`src/common/ooo_pkg.sv`:
```
package ooo_pkg;

    // Datapath and register file sizes
    localparam int XLEN      = 32;
    localparam int NUM_AREGS = 32;
    localparam int NUM_PREGS = 64;                  // Tags 0..31 start mapped, 32..63 start free

    typedef logic [XLEN-1:0]              word_t;   // Register value
    typedef logic [$clog2(NUM_AREGS)-1:0] areg_t;   // Architectural register number
    typedef logic [$clog2(NUM_PREGS)-1:0] preg_t;   // Physical tag, tag 0 is x0

    // ALU operations known to the core
    typedef enum logic [1:0] {
        op_add,
        op_sub,
        op_nop                                      // Unsupported encoding, result is zero
    } alu_op_t;

    // Recognised major opcodes
    localparam logic [6:0] OPC_OP_IMM = 7'b0010011;  // ADDI
    localparam logic [6:0] OPC_OP     = 7'b0110011;  // ADD, SUB

endpackage

```
`src/logic/reorder_buffer.sv`:
```
`timescale 1ns/1ps

module reorder_buffer import ooo_pkg::*; #(
    parameter int ROB_DEPTH = 16
) (
    input  logic  clk,
    input  logic  reset,
    input  logic  alloc,
    input  areg_t rd,
    input  preg_t dest_tag,
    input  preg_t old_tag,
    input  logic  cdb_valid,
    input  preg_t cdb_tag,
    input  word_t commit_data,
    output logic  full,
    output logic  commit_valid,
    output areg_t commit_rd,
    output word_t commit_value,
    output preg_t commit_tag,
    output logic  release_valid,
    output preg_t release_tag
);

    localparam int PTR_W = $clog2(ROB_DEPTH);
    localparam int CNT_W = $clog2(ROB_DEPTH + 1);

    areg_t                e_rd   [ROB_DEPTH];
    preg_t                e_dest [ROB_DEPTH];
    preg_t                e_old  [ROB_DEPTH];
    logic [ROB_DEPTH-1:0] done_q;
    logic [PTR_W-1:0]     head;                     // Oldest in program order
    logic [PTR_W-1:0]     tail;
    logic [CNT_W-1:0]     count;
    logic                 retire;

    assign retire     = (count != '0) && done_q[head];
    assign full       = (count == CNT_W'(ROB_DEPTH));
    assign commit_tag = e_dest[head];               // Value read from the register file

    // Depth is a power of two, pointers wrap on their own
    always_ff @(posedge clk or posedge reset) begin
        if (reset) begin
            head          <= '0;
            tail          <= '0;
            count         <= '0;
            done_q        <= '0;
            commit_valid  <= 1'b0;
            release_valid <= 1'b0;
        end else begin
            commit_valid  <= retire;
            release_valid <= retire && e_old[head] != '0;   // x0 has nothing to free
            if (cdb_valid) begin
                for (int i = 0; i < ROB_DEPTH; i++) begin
                    if (e_dest[i] == cdb_tag) done_q[i] <= 1'b1;  // Tags are unique in flight
                end
            end
            if (alloc) begin
                done_q[tail] <= (rd == '0);         // Nothing to execute for x0
                tail         <= tail + 1'b1;
            end
            if (retire) head <= head + 1'b1;
            count <= count + CNT_W'(alloc) - CNT_W'(retire);
        end
    end

    always_ff @(posedge clk) begin
        if (alloc) begin
            e_rd[tail]   <= rd;
            e_dest[tail] <= dest_tag;
            e_old[tail]  <= old_tag;
        end
        commit_rd    <= e_rd[head];
        commit_value <= commit_data;
        release_tag  <= e_old[head];
    end

    // Decode must hold back instructions once the window is full
    assert property (@(posedge clk) disable iff (reset) alloc |-> !full)
        else $error("reorder buffer allocated while full");

endmodule

```
`config.mk`:
```
export PLATFORM = sky130hd
export DESIGN_NAME = reorder_buffer
export DESIGN_NICKNAME = d
export VERILOG_FILES = /design/src/common/ooo_pkg.sv /design/src/logic/reorder_buffer.sv
export SDC_FILE = /design/constraint.sdc
export NUM_CORES = 1
export LEC_CHECK = 0
export BUFFER_PORTS_ARGS = -buffer_cell sky130_fd_sc_hd__buf_2
export CORE_MARGIN = 4
export CORE_UTILIZATION = 59
export DETAILED_ROUTE_END_ITERATION = 7
export PLACE_DENSITY = 0.88
export SKIP_LAST_GASP = 1
export SYNTH_ARGS = -nofsm -noshare
export SYNTH_HDL_FRONTEND = slang
export SYNTH_SLANG_ARGS = --single-unit
export TNS_END_PERCENT = 1
```
`constraint.sdc`:
```
create_clock -name clk -period 3.8 [get_ports clk]
set_input_delay 0.38 -clock clk [delete_from_list [all_inputs] [get_ports clk]]
set_output_delay 0.38 -clock clk [all_outputs]
set_load 0.05 [all_outputs]
```
; ---- After elaboration in Yosys (flattened, before gate mapping)
; Memories as Yosys holds them, arrays and structs flattened. A register that Yosys moved wholly into a read port is not among the register bits.
; Cells that the tools add are included.
[op_classes]
n_reduce_logical = 6
mux = 25
n_eq_ne = 17
order_cmp = 3
n_addsub = 4
[ops]
columns = cell, n
row1 = $eq 6x6->1, 16
row2 = $mux 16, 2
row3 = $mux 1, 20
row4 = $bwmux 16, 1
row5 = $lt 4x5->1 const B, 2
row6 = $add 4x1->4 const B, 2
row7 = $reduce_bool 6->1, 1
row8 = $add 5x1->5, 1
row9 = $eq 5x5->1 const B, 1
row10 = $logic_not 5->1, 1
row11 = $reduce_bool 5->1, 1
row12 = $sub 5x1->5, 1
row13 = $bmux 1 s4, 1
row14 = $demux 1 s4, 1
row15 = $ge 4x1->1 const B, 1
row16 = $logic_and 1x1->1, 3
[word_totals]
elab_cells = 66
ramBits = 272
ff_bits = 69
memories = 3
[mem_list]
columns = memory, words, word_bits, rd, rd_ports_with_merged_regs, write_ports, line
row1 = e_dest, 16, 6, 17, 0, 1, reorder_buffer.sv:28  ; preg_t e_dest [ROB_DEPTH];
row2 = e_old, 16, 6, 1, 0, 1, reorder_buffer.sv:29  ; preg_t e_old [ROB_DEPTH];
row3 = e_rd, 16, 5, 1, 1, 1, reorder_buffer.sv:27  ; areg_t e_rd [ROB_DEPTH];

; ---- Logic depth before layout (Yosys ltp)
; Gate-level depths: netlist (run 1).
[depth]
depth_word = 6
depth_mapped = 15

; ---- Worst setup path before layout (run 1)
; No wires, ideal clock.
[synth_path]
path_kind = register to register
from = register head[0]
to = register count[4]
setup_ns = 0.125
slack_ns = 0.776
arrival_ns = 2.899
stages_incl_launch_ff = 16
n_path_buf = 1
required_time_ns = 3.675
cell_sequence = dfrtp_1 buf_4 mux4_2 mux4_2 nand2_2 inv_2 ha_1 inv_1 ha_1 inv_1 fa_1 inv_1 a21oi_1 nor2_1 nor2_1 xnor2_1
[synth_between]
elab_chain_len = 4
[synth_lines]
columns = element, line
row1 = "start, declared", reorder_buffer.sv:31  ; logic [PTR_W-1:0] head;
row2 = "start signal, assigned", reorder_buffer.sv:61  ; if (retire) head <= head + 1'b1;
row3 = $bmux 1 s4, reorder_buffer.sv:36  ; assign retire = (count != '0) && done_q[head];
row4 = $mux 1 (not written as such), reorder_buffer.sv:36
row5 = $logic_and 1x1->1, reorder_buffer.sv:36
row6 = via retire, reorder_buffer.sv:34  ; logic retire;
row7 = $sub 5x1->5, reorder_buffer.sv:62  ; count <= count + CNT_W'(alloc) - CNT_W'(retire);
row8 = "end signal, assigned", reorder_buffer.sv:62
row9 = "end, declared", reorder_buffer.sv:33  ; logic [CNT_W-1:0] count;
; The timed path passes the listed nets, and every way through them passes these cells. The select of a mux whose other input is x is not followed.
; A chain may end at the register's enable or synchronous reset.

; ---- Worst setup path after layout (run 1)
[layout_path]
from = register head[1]
to = output port commit_tag[1]
[layout_between]
elab_chain_len = 1
[layout_lines]
columns = element, line
row1 = $mem_v2 16x6, -
row2 = "end, declared", reorder_buffer.sv:19  ; output preg_t commit_tag,
; Every way passes these cells.

==> metrics.csv, run 1 <==
metric,value,unit
"most used cell, CP",mux4_2,
"Slew Viols, Final",0,
Mapped Cells,728,
clock share of power,27.2,%
final setup margin,486.6,ps
Worst Max-Slew Pin Slew,1326,ps
largest net degree at the start of global routing,40,
RSZ-0062 raised after global routing,false,
"EDFF count, synth",272,
Resized cells post-CTS,0,
Finish-stage setup viols,0,
core footprint,22780,sq um
pwr dens,749.3,nW/um^2
fill count,1355,
"Seq/Total Area, Yosys",71.39,%
FP Rows,55,
Vias,7591,
GRT met3 Usage,5.030,%
die area,25780,sq um
Num CTS Buffers,36,
CP Launch Type,register,
maximum level of the CTS H-tree,2,
Inserted Diodes,0,
"Data required, critical path",3420,ps
synthesis-stage register bit count,346,
flop2flop setup slack,590,ps
worst-skew pair later-pin latency,520,ps
DRC,0,
proportion of layout cells with a drive suffix above 1,29.48,%
port bufs,110,
Clock Path Buffers,3,
via/cell ratio,6.177,
"delay-heaviest family, CP",multiplexers,
final worst path period need,3313,ps
most frequent cells in the layout,"272 x edfxtp_1, 110 x buf_2, 84 x mux4_2, 56 x xnor2_1, 50 x xor2_1",
routability cong.,0.8365,
TritonRoute pass-1 iters,5,
worst relative slew slack,11.62,%
met1 GRT Util,33.11,%
CP max FO,39,
Setup WS pre-CTS,632.9,ps
Worst Hold Slack,180.5,ps
clk_skew,14.85,ps
maximum vdd drop,0.5426,mV
initial antenna violation count,0,
CP cell instances,buf_4 -> mux4_2 -> mux4_2 -> buf_2,
Internal Power,8.116,mW
Multi-input gate area,3720,sq um
part of the power in registers,41.1,%
Crit. End Element,output pin,
placed cell area,14650,sq um
run status,"complete, no violations",
Post-Route WL,31670,um
slowest CP cell,dfrtp_2,
syn nets,799,
Worst Setup Path Type,reg2out,
DRT iter0 DRCs,819,
Sw Share,32.65,%
ys flop type,edfxtp_1,
clk root buf,clkbuf_16,
clk slew on worst S/H paths,60,ps
Fin. Hold Viols,0,
DRT antenna net count,0,
io pins,111,
final worst path period share,87.19,%
vias in the first global route,8252,
met2 global-route usage,41.19,%
die width,160.6,um
max_cap viols,0,
Psw,3.934,mW
initial core utilization,60.29,%
hpwl dp,18200,um
cell area after synthesis,13730,sq um
setup TNS,0,ps
"Largest stage delay, worst path",670,ps
die height,160.6,um
total power,12.05,mW
Placed Cells,1131,
crit path DAT,2930,ps
syn_area_per_cell,18.86,sq um
final non-filler cell total,1229,
CTS tree,done,
post-synth cell types,31,
All-Layer GR Usage,25.11,%
"most common cell after layout, fill and taps aside",edfxtp_1,
FF/Latch Area,9809,sq um
crit path buf inv count,2,
CTS Sinks,346,
fin nets,960,
Syn. warnings,0,
cell area after layout,16080,sq um
Wirelength per Cell,25.77,um
class of the worst hold path,in2reg,
Async SR Flop Fraction,8.960,%
leak pwr,5.631,nW
GRT busiest layer,met2,
Comb pwr share,31.7,%
first-pass GRT wire length,48670,um
fin util,70.61,%
Fmax,0.3018,GHz
Area growth syn-to-layout,17.11,%
GR Overflow Total,0,
==> metal layers <==
| layer | vias to the layer above | wire length [um] |
|---|---|---|
| met5 | - | 0 |
| met4 | 0 | 1272 |
| met3 | 93 | 3046 |
| met2 | 499 | 15970 |
| met1 | 3822 | 11390 |
| li1 | 3177 | - |
==> final timing paths <==
| kind | start | end | depth (start not counted) |
|---|---|---|---|
| worst max-delay path | head[1] | commit_tag[1] | 4 |
| max in group asynchronous | reset | head[0] | 4 |
| worst min register to register | tail[0] | tail[0] | 1 |
| worst min-delay path | alloc | tail[0] | 2 |
| min in group asynchronous | reset | release_valid | 3 |
| worst max register to register | head[1] | count[4] | 14 |
==> worst reg2reg max path, delay by kind of cell, from the launching register on <==
family          cells  cell delay [ps]
compound gates      1               70
fa+ha+maj           3              820
xor+xnor            1              110
flops               1              670
simple gates        3              280
mux                 2              890
buf+inv             4              260
==> power by group through the flow <==
stage                     registers [mW]  clock network (mW)  logic [mW]
final                               4.95                3.28        3.82
after global routing                5.00                3.50        4.09
after CTS                           4.95                3.33        3.84
after detailed placement            5.01                   0        3.75
after global placement              4.97                   0        3.65
after floorplan                     5.20                   0        2.58
==> layout make-up <==
type | count | share of cell area (%)
Inverter | 13 | 0.3034
Tap cell | 313 | 2.435
Clock buffer | 44 | 5.975
Clock inverter | 21 | 0.8947
Multi-Input combinational cell | 332 | 23.13
Sequential cell | 346 | 60.99
Timing Repair Buffer | 160 | 6.270
==> sequential cells by signal, indices dropped and copies added, names as in the netlist <==
register	count
count	5
commit_rd	5
commit_valid	1
head	4
tail	4
e_old	96
commit_value	32
e_rd	80
e_dest	96
release_valid	1
release_tag	6
done_q	16
==> cells in the mapped netlist (12+ instances only) <==
cell type  number  area [sq um]
nand4_1        18         112.6
dfxtp_1        43         860.8
clkbuf_1       17         63.81
nor4_1         17         106.4
edfxtp_1      272          8168
dfrtp_1        31         775.7
nand2_1        14         52.55
nor3_1         17         85.08
and2_1         17         106.4
xor2_1         50         437.9
a22oi_1        12         90.09
inv_1          12         45.04
xnor2_1        56         490.5
mux4_2         84          1892
a21oi_1        19         95.09
==> cells by family (layout without fill, tap and decap cells) <==
group	count (synthesis)	count (layout)	share of synthesized area, %
flops	346	346	71.39
xor+xnor	106	106	6.760
simple gates	97	97	3.963
mux	84	84	13.78
buf+inv	50	238	1.521
compound gates	33	33	1.440
fa+ha+maj	12	12	1.148
==> what timing repair did <==
action / in CTS / in global routing
setup buffers: 0 / 0
endpoints found under the setup margin: 0 / 0
endpoints found under the hold margin: 40 / 0
hold buffers: 33 / 0
Note: power is estimated with default switching activity, not from simulation.
==> inputs of run 2 (changes only) <==
--- a/config.mk
+++ b/config.mk
@@ -8,7 +8,9 @@
 export BUFFER_PORTS_ARGS = -buffer_cell sky130_fd_sc_hd__buf_2
 export CORE_MARGIN = 4
 export CORE_UTILIZATION = 59
+export CTS_CLUSTER_DIAMETER = 200
 export DETAILED_ROUTE_END_ITERATION = 7
+export GPL_TIMING_DRIVEN = 0
 export PLACE_DENSITY = 0.88
 export SKIP_LAST_GASP = 1
 export SYNTH_ARGS = -nofsm -noshare
==> run 2 against run 1 <==
Final area grew 0.16%; register-to-register slack lost 330 ps; via count grew 1.7%; non-clock buffer count grew 14; cell count grew 1.2%; critical endpoint is now commit_tag[3].
==> metrics.csv, run 2 (synthesized netlist as in run 1, its figures left out) <==
metric,value,unit,change
met1 WL,11850,um,was 11390 um
vias in the first global route,8235,,was 8252
Crit. End Element,output pin,,unchanged
io pins,111,,unchanged
hpwl dp,19130,um,was 18200 um
Wirelength per Cell,25.87,um,was 25.77 um
port bufs,103,,was 110
die height,160.6,um,unchanged
Area growth syn-to-layout,17.29,%,was 17.11%
clk slew on worst S/H paths,60,ps,about the same
"Slew Viols, Final",0,,unchanged
Worst Max-Slew Pin Slew,1297,ps,was 1326 ps
Clock Path Buffers,3,,unchanged
DRC,0,,unchanged
worst r2r path cells,15,,was 14
RSZ-0062 raised after global routing,false,,unchanged
setup TNS,0,ps,unchanged
Worst Setup Path Type,reg2out,,unchanged
worst reg2reg startpoint,head[1],,unchanged
worst-skew pair later-pin latency,530,ps,was 520 ps
final worst path period share,97.27,%,was 87.19%
clk root buf,clkbuf_16,,unchanged
core footprint,22780,sq um,unchanged
Fmax,0.2705,GHz,was 0.3018 GHz
maximum level of the CTS H-tree,2,,unchanged
All-Layer GR Usage,25.51,%,was 25.11%
Worst path depth,5,,was 4
most frequent cells in the layout,"272 x edfxtp_1, 114 x buf_2, 84 x mux4_2, 56 x xnor2_1, 50 x xor2_1",,"was 272 x edfxtp_1, 110 x buf_2, 84 x mux4_2, 56 x xnor2_1, 50 x xor2_1"
CP cell instances,clkbuf_1 -> clkbuf_1 -> mux4_2 -> mux4_2 -> buf_2,,was buf_4 -> mux4_2 -> mux4_2 -> buf_2
initial antenna violation count,0,,unchanged
largest net degree at the start of global routing,32,,was 40
run status,"complete, no violations",,unchanged
flop2flop setup slack,260,ps,was 590 ps
metal2 WL,16040,um,was 15970 um
Vias,7717,,was 7591
die area,25780,sq um,unchanged
Post-Route WL,32180,um,was 31670 um
crit path buf inv count,3,,was 2
fin nets,974,,was 960
DRT antenna net count,0,,unchanged
proportion of layout cells with a drive suffix above 1,26.96,%,was 29.48%
CTS tree,done,,unchanged
Regs by FF count,"e_dest: 96 flops, e_old: 96 flops, e_rd: 80 flops",,unchanged
GR Overflow Total,0,,unchanged
via/cell ratio,6.203,,was 6.177
slowest CP cell,clkbuf_1,,was dfrtp_2
FP Rows,55,,unchanged
total power,12.23,mW,was 12.05 mW
"Data required, critical path",3420,ps,about the same
pwr dens,759.3,nW/um^2,was 749.3 nW/um^2
Fin. Hold Viols,0,,unchanged
first-pass GRT wire length,49400,um,was 48670 um
uppermost layer routed,met4,,unchanged
hold_sp,alloc,,unchanged
maximum vdd drop,0.4121,mV,was 0.5426 mV
final worst path period need,3696,ps,was 3313 ps
"most common cell after layout, fill and taps aside",edfxtp_1,,unchanged
met3 WL,3160,um,was 3046 um
initial core utilization,60.29,%,unchanged
die width,160.6,um,unchanged
"delay-heaviest family, CP",buffers and inverters,,was multiplexers
routability cong.,0.8540,,was 0.8365
class of the worst hold path,in2reg,,unchanged
DRT iter0 DRCs,856,,was 819
worst relative slew slack,13.52,%,was 11.62%
"Largest stage delay, worst path",730,ps,was 670 ps
leak pwr,5.605,nW,was 5.631 nW
TritonRoute pass-1 iters,5,,unchanged
CTS Sinks,346,,unchanged
clk_skew,6.744,ps,was 14.85 ps
Hold Path Stages,2,,unchanged
Inserted Diodes,0,,unchanged
CP max FO,10,,was 39
crit path DAT,3320,ps,was 2930 ps
FF-to-FF End,count[4],,unchanged
CP Launch Type,register,,unchanged
max_cap viols,0,,unchanged
Worst Hold End,count[0],,was tail[0]
Num CTS Buffers,36,,unchanged
Finish-stage setup viols,0,,unchanged
[run 2: changes by cell type in the layout (fill, tap and decap cells not counted), moves of 2 or more]
cell | before | now
dfrtp_1 | 29 | 31
buf_1 | 0 | 7
clkbuf_1 | 5 | 27
clkinv_2 | 11 | 3
buf_2 | 110 | 114
clkinv_1 | 5 | 8
buf_4 | 17 | 2
[run 2: worst max path at each step]
| stage | from | end | slack, ps |
|---|---|---|---|
| after floorplan | head[0] | count[4] | 780 |
| after global placement | head[1] | count[4] | 470 |
| after detailed placement | head[1] | count[4] | 400 |
| after CTS | head[1] | commit_tag[0] | 60 |
| after global routing | head[1] | commit_tag[1] | 50 |
| final | head[1] | commit_tag[3] | 100 |
[run 2: layout make-up]
type                       instances  area [sq um]
clock inverter                    15         100.1
buffer                            37         161.4
sequential                       346          9804
timing repair buffer             137         873.3
multi-input combinational        332          3720
fill                            1389          6670
tap                              313         391.6
inverter                          13         48.80
clock buffer                      51          1008
[run 2: worst register-to-register path, cell delays in order, from the launching register on]
cell      delay (ps)
dfrtp_1          390
clkbuf_1         510
mux4_2           430
mux4_2           490
nand2_2          160
inv_2            100
ha_1             270
inv_1             60
ha_1             170
inv_1             60
fa_1             390
inv_1             70
a21oi_1           60
nor2_1            90
nor2_1            60
xnor2_1          110
[run 2: routing by layer]
metal,GRT usage [%],vias up
li1,-,3207
met1,34.21,3921
met2,41.71,504
met3,5.363,85
met4,9.894,0
met5,0,-
[run 2: timing repair]
| item | in CTS | in global routing |
|---|---|---|
| endpoints found under the hold margin | 32 | 9 |
| setup endpoints to repair | 0 | 2 |
| resized for setup | 0 | 3 |
| hold buffers | 32 | 1 |
| buffers inserted | 0 | 0 |
[run 2: where the power goes]
part	switching (mW)	leakage, nW	internal [mW]	total, mW
sequential	0.234	3.19	4.66	4.90
clock	1.41	0.538	1.92	3.33
combinational	2.41	1.88	1.60	4.00
[run 2: through the flow]
| stage | hold slack (ps) | worst slack, ps | util, % | cell area, sq um | std cells |
|---|---|---|---|---|---|
| after CTS | 121.2 | 61.31 | 70.55 | 16070 | 1242 |
| after floorplan | 407.7 | 776.1 | - | 13730 | 728 |
| after global routing | 138.3 | 48.39 | 70.72 | 16110 | 1244 |
| final | 129.4 | 103.6 | 70.72 | 16110 | 1244 |
| after detailed placement | 483.6 | 400.3 | 64.27 | 14640 | 1144 |
| after global placement | 482.2 | 465.0 | 64.27 | 14640 | 1144 |
