### src/common/ooo_pkg.sv
package ooo_pkg;

    // Datapath and register file sizes
    localparam int XLEN      = 32;
    localparam int NUM_AREGS = 32;
    localparam int NUM_PREGS = 64;                  // Tags 0..31 start mapped, 32..63 start free

    typedef logic [XLEN-1:0]              word_t;   // Register value
    typedef logic [$clog2(NUM_AREGS)-1:0] areg_t;   // Architectural register number
    typedef logic [$clog2(NUM_PREGS)-1:0] preg_t;   // Physical tag, tag 0 is x0

    // ALU operations known to the core
    typedef enum logic [1:0] {
        op_add,
        op_sub,
        op_nop                                      // Unsupported encoding, result is zero
    } alu_op_t;

    // Recognised major opcodes
    localparam logic [6:0] OPC_OP_IMM = 7'b0010011;  // ADDI
    localparam logic [6:0] OPC_OP     = 7'b0110011;  // ADD, SUB

endpackage

### src/logic/alu_exec.sv
`timescale 1ns/1ps

module alu_exec import ooo_pkg::*; (
    input  logic    clk,
    input  logic    reset,
    input  logic    issue_valid,
    input  alu_op_t issue_op,
    input  word_t   src1_data,
    input  word_t   src2_data,
    input  word_t   imm,
    input  logic    use_imm,
    input  preg_t   dest_tag,
    output logic    cdb_valid,
    output preg_t   cdb_tag,
    output word_t   cdb_value
);

    word_t opnd_b;
    word_t result;

    assign opnd_b = use_imm ? imm : src2_data;      // ADDI takes the immediate

    always_comb begin
        case (issue_op)
            op_add:  result = src1_data + opnd_b;
            op_sub:  result = src1_data - opnd_b;
            default: result = '0;
        endcase
    end

    // Broadcast one cycle after issue
    always_ff @(posedge clk or posedge reset) begin
        if (reset) cdb_valid <= 1'b0;
        else       cdb_valid <= issue_valid;        // Single-cycle pulse
    end

    always_ff @(posedge clk) begin
        cdb_tag   <= dest_tag;
        cdb_value <= result;
    end

endmodule

### config.mk
export PLATFORM = sky130hd
export DESIGN_NAME = alu_exec
export DESIGN_NICKNAME = d
export VERILOG_FILES = /design/src/common/ooo_pkg.sv /design/src/logic/alu_exec.sv
export SDC_FILE = /design/constraint.sdc
export NUM_CORES = 1
export LEC_CHECK = 0
export BUFFER_PORTS_ARGS = -buffer_cell sky130_fd_sc_hd__buf_2
export CAP_MARGIN = 25
export CORE_MARGIN = 10
export CORE_UTILIZATION = 45
export CTS_CLUSTER_SIZE = 30
export DETAILED_ROUTE_END_ITERATION = 10
export HOLD_SLACK_MARGIN = 0.08
export PLACE_DENSITY_LB_ADDON = 0.05
export SYNTH_ARGS = -nofsm -noshare
export SYNTH_HDL_FRONTEND = slang
export SYNTH_SLANG_ARGS = --single-unit
### constraint.sdc
create_clock -name clk -period 0.8 [get_ports clk]
set_input_delay 0.08 -clock clk [delete_from_list [all_inputs] [get_ports clk]]
set_output_delay 0.08 -clock clk [all_outputs]
set_load 0.005 [all_outputs]
* Word level (Yosys, flattened, before mapping) *
Index checks and enable logic that the tools add are counted.
W data, S select, Z words.

cells by class
  $add $sub $neg = 2
  multipliers = 0
  div/mod/pow operators = 0
  $lt $le $gt $ge = 0
  eq/ne operators = 1
  shifts and indexed selects = 0
  multiplexer cells = 2
  bitwise operators = 0
  reduce and logical (&&, ||, !) cells = 1

operators with widths
  kind                  count
  $pmux W32 S2          1
  $add A32 B32 Y32      1
  $mux W32              1
  $sub A32 B32 Y32      1
  $eq A2 B1 Y1 const B  1
  $logic_not A2 Y1      1

word-level totals
  flip-flop bits (word level) = 39
  latch bits = 0
  RAM bits = 0
  memory bits (read-only) = 0
  input bits = 108
  output and inout bits = 39
  logic and storage cells = 9
  memories = 0

* Longest topological paths before layout *
Gate-level depths: netlist of run 1.

  word-level depth = 3
  gate-level depth with buffers = 23
  gate-level depth less buffers = 17

* Least setup slack after synthesis of run 1 *
OpenSTA, ideal clock, no wires.

  kind = input to register
  from = input use_imm
  to = register cdb_value[30]
  setup time = 0.121 ns
  data arrival time = 4.731 ns
  slack = -4.052 ns
  stages = 21
  path buffers = 7
  cell sequence = buf_2 > buf_2 > buf_2 > buf_2 > buf_2 > buf_2 > mux2i_1 > ha_1 > o221ai_1 > nor4_1 > a21oi_1 > xor2_1 > ha_1 > clkbuf_1 > and3_1 > a221o_1 > a221o_1 > a221oi_2 > o21ai_1 > a211oi_2 > mux2_2

between the ends
  cells in the longest elaborated chain, start to end = 3
  elaborated cells on any way between the ends = 4
  classes of those cells = 2 x add/sub; 2 x mux

ends and longest elaborated chain
  element                                                      line                            RTL
  start, declared                                              alu_exec.sv:11                  input logic use_imm,
  $mux W32 (*)                                                 alu_exec.sv:21                  assign opnd_b = use_imm ? imm : src2_data;
  $sub A32 B32 Y32 / $add A32 B32 Y32 (equally long branches)  alu_exec.sv:26, alu_exec.sv:25
  $pmux W32 S2 (*)                                             alu_exec.sv:24                  case (issue_op)
  end signal, assigned                                         alu_exec.sv:39                  cdb_value <= result;
  end, declared                                                alu_exec.sv:15                  output word_t cdb_value

Every way passes the cells marked *; elsewhere a longest branch is shown, timed or not.

* Final worst setup path of run 1 *
Ends and elaborated chain as after synthesis.

==> impl_metrics.csv, run 1 <==
group,metric,value,unit
detailed_routing,wl,16300,um
layout,drive_gt1_share,54.7,%
detailed_routing,post_drt_wl_per_cell,18.0,um
sta,hold_viol,0,
power,intPower,6.97,mW
cts,clk_pin_slew_worst_paths,0.11,ns
logic_synthesis,async_reset_ff_share,2.56,%
power,power.leakage,3.32,nW
detailed_routing,drcViolationCount,0,
sta,fmax,0.310,GHz
global_routing,antenna_found_initial,0,
global_routing,overflow,0,
cts,htree_levels,2,
sta,period_share,403,%
power,switchingPower,4.27,mW
placed_design,placed_area,5850,um^2
sta,slew_viol_final,0,
cts,cts_buffers,5,
logic_synthesis,syn_avg_cell_area,7.82,um^2
placed_design,io_buffers,146,
layout,synthToLayoutAreaGrowth,80.9,%
placed_design,globalplace.congestion,0.915,
run,cap_viol_max_count,0,
die,initial_core_util,46.2,%
die,die_x,112,um
sta,finalCriticalPeriod,3.23,ns
layout,mostFrequentLayoutCells,"buf_4 (158), buf_2 (135), nor2_1 (50)",
logic_synthesis,synth_cell_types,57,
global_routing,track_usage,23.5,%
sta,relSlewSlack,69.7,%
power,vdd_drop_max,1.09,mV
power,p_comb_share,62.4,%
critical_path,critPathLaunchType,"input pin",
global_routing,grt_pass1_vias,5110,
power,p_per_area,1640,nW/um^2
sta,setup_violations,50,
detailed_routing,drtAntennaViolNets,0,
logic_synthesis,yosys_most_used_dff,"dfxtp_1",
logic_synthesis,syn-num-nets,624,
power,power,11.2,mW
layout,final_nets,941,
die,die_h,112,um
layout,final_common_cell,"buf_4",
layout,num_antenna_cells,0,
cts,cts_root_buf,"clkbuf_8",
logic_synthesis,netlist.area_leader.share,20.2,%
logic_synthesis,synth_cells,483,
detailed_routing,viasPerCell,5.48,
worst_hold_path,hp-class,"in -> reg",
critical_path,criticalPathCategory,"in -> reg",
die,io_pins,147,
cts,tritoncts,"built",
sta,worstMarginPinSlew,0.443,ns
logic_synthesis,yosysTopAreaCell,"dfxtp_1",
run_status,status,"complete, but fails checks",
run_status,violations,"setup timing",
critical_path,worstPathRequired,1.00,ns
logic_synthesis,synth_area,3770,um^2
layout,stdcell_area,6830,um^2
critical_path,endpoint_kind,"flop",
global_routing,grt_pass1_wl,24900,um
power,seq_power_share,21.8,%
logic_synthesis,synth_area_leaders,"dfxtp_1 (20%), ha_1 (11%), xnor2_1 (7.4%)",
detailed_routing,vias,4965,
power,clkPwrFrac,15.8,%
die,num_rows,33,
global_routing,grt_max_degree,40,
sta,rsz0062_at_grt,"true",
critical_path,cp.arrival,3.42,ns
logic_synthesis,ys_warn_count,0,
placed_design,dpl.hpwl,12000,um
logic_synthesis,ys_seq_elements,39,
sta,fin_ws,-2.43,ns
detailed_routing,drt-pass1-iter-count,5,
die,core_region_area,8180,um^2
cts,cts.path.max_buffers,2,
critical_path,crit_fanout,8,
die,dieArea,12500,um^2
logic_synthesis,yosysSeqAreaShare,20.8,%
logic_synthesis,synth_edf_count,0,
cts,clock_sinks,39,
detailed_routing,dr.first_iter.drc_count,241,
power,swShare,38.0,%
## cell families after synthesis
logic type,Yosys count,share of synthesized area [%]
adder cells (fa/ha/maj),33,11.1
AO/OA/AOI/OAI,139,24.1
multiplexers,28,7.56
flip-flops,39,20.8
AND/OR/NAND/NOR,154,19.7
XOR/XNOR,57,13.2
buffers and inverters,33,3.51
## layout make-up
class	instances	area, um^2
clock inverters	3	43.8
fillers	516	1350
repair buffers	330	2290
well taps	105	131
clock buffers	5	68.8
flip-flops and latches	39	800
inverters	13	48.8
multi-input cells	411	3440
## Yosys cell counts (7+ instances only)
master,number
inv_1,13
nand2b_1,11
dfxtp_1,38
nor2_1,54
o21ai_0,26
a21oi_1,48
buf_2,7
clkbuf_1,13
xnor2_1,32
o21bai_1,7
nand2_1,29
xor2_1,25
nor3_1,18
mux2i_1,24
ha_1,32
a21o_1,10
## state kept, by name, indices dropped and copies added (netlist names)
signal and flops:
cdb_tag 6, cdb_valid 1, cdb_value 32
## power by group through the flow
stage               Combinational [mW]  Clock [mW]  Sequential [mW]
finish                            7.01        1.77             2.45
global route                      7.53        1.87             2.48
global placement                  5.53           0             2.44
CTS                               6.42        1.77             2.42
floorplan                         2.95           0             2.52
detailed placement                5.64           0             2.45
## critical path: stages
cell and delay, ns:
buf_12 0.13, nor3_2 0.39, o221ai_4 0.18, nor4_4 0.32
a21oi_2 0.09, xor2_1 0.15, ha_1 0.31, buf_6 0.14
a221o_1 0.31, a221o_1 0.37, a221oi_4 0.27, o21ai_2 0.12
a211oi_2 0.23, mux2_4 0.32
## stage by stage
step,setup TNS [ns],hold slack (ns),utilization [%],worst slack [ns],instances
2_1_floorplan,-75.56,-0.191,-,-3.44,483
3_3_place_gp,-68.56,-0.0879,71.5,-2.83,871
3_5_place_dp,-71.46,-0.0811,71.5,-2.99,871
4_1_cts,-57.65,0.143,79.8,-2.44,902
5_1_grt,-63.22,0.149,83.5,-2.61,906
6_report,-58.59,0.151,83.5,-2.43,906
## what timing repair did
action / 4_1_cts / 5_1_grt
pin swaps: 43 / 42
setup buffers: 17 / 7
hold buffers: 8 / 0
gates resized for setup: 74 / 61
endpoints found under the setup margin: 50 / 70
endpoints found under the hold margin: 8 / 0
## routing by layer
layer,part of all wire (%),track usage (%)
met1,42,28.7
met2,50,41.5
met3,6.5,4.94
met4,1.5,4.54
met5,0,0
## path summary, 6_finish.rpt
kind	depth (start not counted)	to	startpoint
setup / recovery	14	cdb_value[30]	use_imm
min in group asynchronous	3	cdb_valid	reset
hold / removal	3	cdb_value[1]	issue_op[1]
max in group asynchronous	3	cdb_valid	reset
Power figures use the tool's default switching activity.
==> run 2, diff against run 1 <==
--- a/config.mk
+++ b/config.mk
@@ -5,10 +5,11 @@
 export SDC_FILE = /design/constraint.sdc
 export NUM_CORES = 1
 export LEC_CHECK = 0
+export ABC_AREA = 1
 export BUFFER_PORTS_ARGS = -buffer_cell sky130_fd_sc_hd__buf_2
 export CAP_MARGIN = 25
 export CORE_MARGIN = 10
-export CORE_UTILIZATION = 45
+export CORE_UTILIZATION = 47
 export CTS_CLUSTER_SIZE = 30
 export DETAILED_ROUTE_END_ITERATION = 10
 export HOLD_SLACK_MARGIN = 0.08
==> run 2 against run 1 <==
The flow now stops in global routing. Synthesized area is 16% higher. Synthesized cell count is 59% higher.
==> impl_metrics.csv, run 2 <==
group,metric,value,unit
run_status,status,"aborted with a tool error",
run_status,lastStage,"global routing",
run_status,error,"[ERROR GRT-0232] Routing congestion too high. Check the congestion heatmap in the GUI.",
placed_design,dpl.hpwl,13600,um
logic_synthesis,async_reset_ff_share,2.56,%
logic_synthesis,synth_area,4370,um^2
logic_synthesis,syn-num-nets,907,
die,die_h,116,um
logic_synthesis,yosysSeqAreaShare,18.0,%
die,initial_core_util,47.8,%
logic_synthesis,synth_area_leaders,"nand2_1 (24%), dfxtp_1 (17%), ha_1 (9.2%)",
global_routing,grt_max_degree,29,
logic_synthesis,synth_cells,766,
placed_design,globalplace.congestion,0.908,
logic_synthesis,syn_avg_cell_area,5.71,um^2
cts,cts_buffers,5,
logic_synthesis,yosysTopAreaCell,"nand2_1",
sta,worst-ep-kind,"sequential cell input",
cts,cts.path.max_buffers,2,
logic_synthesis,yosys_most_used_dff,"dfxtp_1",
logic_synthesis,synth_cell_types,37,
logic_synthesis,ys_warn_count,0,
logic_synthesis,yosysMostFrequentCell,"nand2_1",
cts,cts_root_buf,"clkbuf_8",
sta,grt-worst-endpoint,"cdb_value[31]$_SDFF_PN0_/D",
logic_synthesis,synth_edf_count,0,
die,num_rows,35,
die,die_x,116,um
logic_synthesis,ys_seq_elements,39,
logic_synthesis,ys_top_cells_by_count,"nand2_1 (279), nor2_1 (102), inv_1 (73), a21oi_1 (59), dfxtp_1 (38)",
cts,htree_levels,2,
cts,clock_sinks,39,
placed_design,io_buffers,146,
logic_synthesis,netlist.area_leader.share,23.9,%
placed_design,pre_cts_slack,-2.21,ns
die,io_pins,147,
global_routing,track_usage,48.7,%
global_routing,overflow,3,
[run 2: repair_timing]
item | CTS
gates resized for setup | 222
endpoints found under the hold margin | 11
pin swaps | 94
setup buffers | 32
hold buffers | 9
setup endpoints to repair | 51
cloned | 4
[run 2: layer usage]
metal  global-route usage, %  GRT overflow
met1                    47.2             0
met4                    46.7             2
met3                    27.1             0
met5                   0.781             0
met2                    71.7             1
[run 2: cell families after synthesis]
logic type / synth area share, %
adder cells (fa/ha/maj): 9.61
AO/OA/AOI/OAI: 13.6
buffers and inverters: 9.10
AND/OR/NAND/NOR: 44.7
flip-flops: 18.0
XOR/XNOR: 5.01
[run 2: through the flow]
stage          setup TNS, ns  hold WS (ns)  cell area (um^2)  std cells
2_1_floorplan         -44.56        -0.191              4510        766
3_3_place_gp          -58.33       -0.0879              6330       1147
3_5_place_dp          -61.14       -0.0801              6330       1147
4_1_cts               -43.61         0.130              7750       1199
==> run 3, diff against run 2 <==
--- a/config.mk
+++ b/config.mk
@@ -9,11 +9,9 @@
 export BUFFER_PORTS_ARGS = -buffer_cell sky130_fd_sc_hd__buf_2
 export CAP_MARGIN = 25
 export CORE_MARGIN = 10
-export CORE_UTILIZATION = 47
-export CTS_CLUSTER_SIZE = 30
+export CORE_UTILIZATION = 40
 export DETAILED_ROUTE_END_ITERATION = 10
-export HOLD_SLACK_MARGIN = 0.08
-export PLACE_DENSITY_LB_ADDON = 0.05
+export PLACE_DENSITY_LB_ADDON = 0.15
 export SYNTH_ARGS = -nofsm -noshare
 export SYNTH_HDL_FRONTEND = slang
 export SYNTH_SLANG_ARGS = --single-unit
==> constraint.sdc (replaced) <==
create_clock -name clk -period 1 [get_ports clk]
set_input_delay 0.1 -clock clk [delete_from_list [all_inputs] [get_ports clk]]
set_output_delay 0.1 -clock clk [all_outputs]
set_load 0.005 [all_outputs]
==> run 3 against run 2 <==
The flow now finishes, with violations (setup timing). Synthesized area is the same. Synthesized cell count is the same.
==> impl_metrics.csv, run 3 <==
group,metric,value,unit
run_status,status,"complete, but fails checks",
run_status,violations,"setup timing",
sta,fmax,0.382,GHz
power,switchingPower,3.66,mW
logic_synthesis,yosysTopAreaCell,"nand2_1",
logic_synthesis,synth_cell_types,37,
die,initial_core_util,40.5,%
layout,top_regs,"cdb_value: 32 flops, cdb_tag: 6 flops, cdb_valid: 1 flops",
detailed_routing,viasPerCell,4.81,
power,clkPwrFrac,15.4,%
sta,finalCriticalPeriod,2.62,ns
placed_design,dpl.hpwl,13100,um
power,power,8.92,mW
sta,worstMarginPinSlew,0.362,ns
critical_path,cp_slowest_stage_delay,0.36,ns
logic_synthesis,ys_warn_count,0,
layout,drive_gt1_share,53.3,%
critical_path,crit_chain,"buf_12, buf_8, o21ai_4, ha_4, nand3_4, nor2_4, nand3_4, nor2_4, a21oi_2, xnor2_1, ha_1, nand2_2, nor2_2, inv_1, nor3_2, inv_1, nor2_1, nand2_1, a21oi_1, nor2_2",
cts,clock_sinks,39,
cts,clk_pin_slew_worst_paths,0.08,ns
die,dieArea,15500,um^2
sta,slew_viol_final,0,
sta,fin_ws,-1.62,ns
power,swShare,41.1,%
detailed_routing,drt-pass1-iter-count,5,
logic_synthesis,syn-num-nets,907,
worst_hold_path,min_from,"issue_op[1]",
logic_synthesis,synth_edf_count,0,
die,io_pins,147,
power,p_per_area,1130,nW/um^2
layout,mostFrequentLayoutCells,"nand2_1 (222), buf_4 (163), buf_2 (145)",
logic_synthesis,syn_avg_cell_area,5.71,um^2
power,power.leakage,3.93,nW
layout,final_nets,1228,
layout,final_common_cell,"nand2_1",
global_routing,grt_pass1_vias,5805,
worst_hold_path,hp-class,"in -> reg",
power,intPower,5.25,mW
sta,period_share,262,%
cts,cts_root_buf,"clkbuf_8",
layout,largest_reg_flops,32,
logic_synthesis,ys_top_cells_by_count,"nand2_1 (279), nor2_1 (102), inv_1 (73), a21oi_1 (59), dfxtp_1 (38)",
sta,rsz0062_at_grt,"true",
logic_synthesis,netlist.area_leader.share,23.9,%
power,p_comb_share,63.9,%
global_routing,grt_max_degree,29,
worst_hold_path,hold_path_depth,3,
global_routing,antenna_found_initial,0,
placed_design,globalplace.congestion,0.876,
power,vdd_drop_max,0.991,mV
placed_design,dpl.cell_count,1176,
cts,cts_buffers,5,
cts,cts.path.max_buffers,2,
critical_path,endpoint_kind,"flop",
sta,hold_viol,0,
critical_path,critPathLaunchType,"input pin",
global_routing,track_usage,19.6,%
placed_design,io_buffers,146,
detailed_routing,wl,17300,um
sta,hold_ws,0.0863,ns
layout,num_antenna_cells,0,
die,core_region_area,10800,um^2
critical_path,cp_slowest_cell,"ha_1",
logic_synthesis,yosys_most_used_dff,"dfxtp_1",
layout,fillers,882,
sta,fin_tns_setup,-40.26,ns
critical_path,crit_fanout,6,
run,cap_viol_max_count,0,
detailed_routing,vias,5909,
layout,top_register,"cdb_value",
critical_path,worstPathRequired,1.19,ns
critical_path,criticalPathCategory,"in -> reg",
detailed_routing,dr.first_iter.drc_count,322,
sta,relSlewSlack,75.8,%
worst_hold_path,hold-path-endpoint,"cdb_value[0]",
detailed_routing,post_drt_wl_per_cell,14.0,um
detailed_routing,drcViolationCount,0,
logic_synthesis,yosysMostFrequentCell,"nand2_1",
critical_path,cp.arrival,2.80,ns
cts,tritoncts,"built",
logic_synthesis,ys_seq_elements,39,
sta,setup_violations,31,
die,die_x,125,um
logic_synthesis,synth_area_leaders,"nand2_1 (24%), dfxtp_1 (17%), ha_1 (9.2%)",
layout,fin_cells,1228,
power,seq_power_share,20.7,%
logic_synthesis,synth_area,4370,um^2
global_routing,overflow,0,
detailed_routing,drtAntennaViolNets,0,
logic_synthesis,synth_cells,766,
layout,synthToLayoutAreaGrowth,79.7,%
global_routing,grt_pass1_wl,26100,um
placed_design,pre_cts_slack,-2.02,ns
logic_synthesis,async_reset_ff_share,2.56,%
die,die_h,125,um
cts,htree_levels,2,
logic_synthesis,yosysSeqAreaShare,18.0,%
die,num_rows,38,
run 3: cell counts after synthesis:
No cell type changed its count.
run 3: metrics by stage:
| step | instance area [um^2] | utilization [%] |
|---|---|---|
| 5_1_grt | 7860 | 72.8 |
| 4_1_cts | 7230 | 66.9 |
| 6_report | 7860 | 72.8 |
| 3_3_place_gp | 6350 | 58.9 |
| 2_1_floorplan | 4510 | - |
| 3_5_place_dp | 6350 | 58.9 |
run 3: area by class of cell:
type	instances	area, um^2	share of cell area (%)
timing repair buffer	327	2180	27.7
inverter	81	319	4.06
clock inverter	3	46.3	0.589
clock buffer	5	68.8	0.876
tap	140	175	2.23
sequential	39	786	10.0
multi-input combinational	633	4290	54.5
run 3: power groups by stage:
stage | sequential (mW) | combinational, mW | clock [mW]
finish | 1.84 | 5.70 | 1.37
global route | 1.87 | 6.20 | 1.45
CTS | 1.84 | 4.95 | 1.39
detailed placement | 1.88 | 4.19 | 0
global placement | 1.88 | 4.16 | 0
floorplan | 1.93 | 2.26 | 0
run 3: cells by family after synthesis:
logic type                 Yosys count  share of synthesized area [%]
DFF                                 39                           18.0
and+or+nand+nor                    464                           44.7
AOI/OAI and AO/OA                  111                           13.6
adders and majority gates           33                           9.61
buffers and inverters               94                           9.10
xor gates and xnor gates            25                           5.01
run 3: worst max-delay path by stage:
| stage | slack (ns) | from | endpoint |
|---|---|---|---|
| global route | -1.78 | use_imm | cdb_value[25] |
| floorplan | -1.52 | use_imm | cdb_value[25] |
| CTS | -1.43 | use_imm | cdb_value[21] |
| global placement | -1.98 | use_imm | cdb_value[30] |
| finish | -1.62 | use_imm | cdb_value[25] |
| detailed placement | -2.02 | use_imm | cdb_value[30] |
run 3: critical path: cells and delay by family:
family	cells	cell delay, ns
AOI/OAI and AO/OA	3	0.42
xor gates and xnor gates	1	0.12
adders and majority gates	2	0.53
buffers and inverters	4	0.40
and+or+nand+nor	10	1.20
run 3: repair_timing:
action / 4_1_cts / 5_1_grt
pin swaps: 55 / 60
setup buffers: 16 / 20
hold endpoints to repair: 8 / 0
resized for setup: 139 / 121
endpoints found under the setup margin: 31 / 31
hold buffers: 8 / 0
run 3: layer usage:
metal	vias to the layer above	routed length, um	part of all wire, %	global-route usage [%]
met5	-	0	0	0
met4	0	398	2.3	4.93
met3	27	1110	6.4	4.13
met2	198	8430	49	35.1
met1	2618	7310	42	23.1
li1	3066	-	-	-
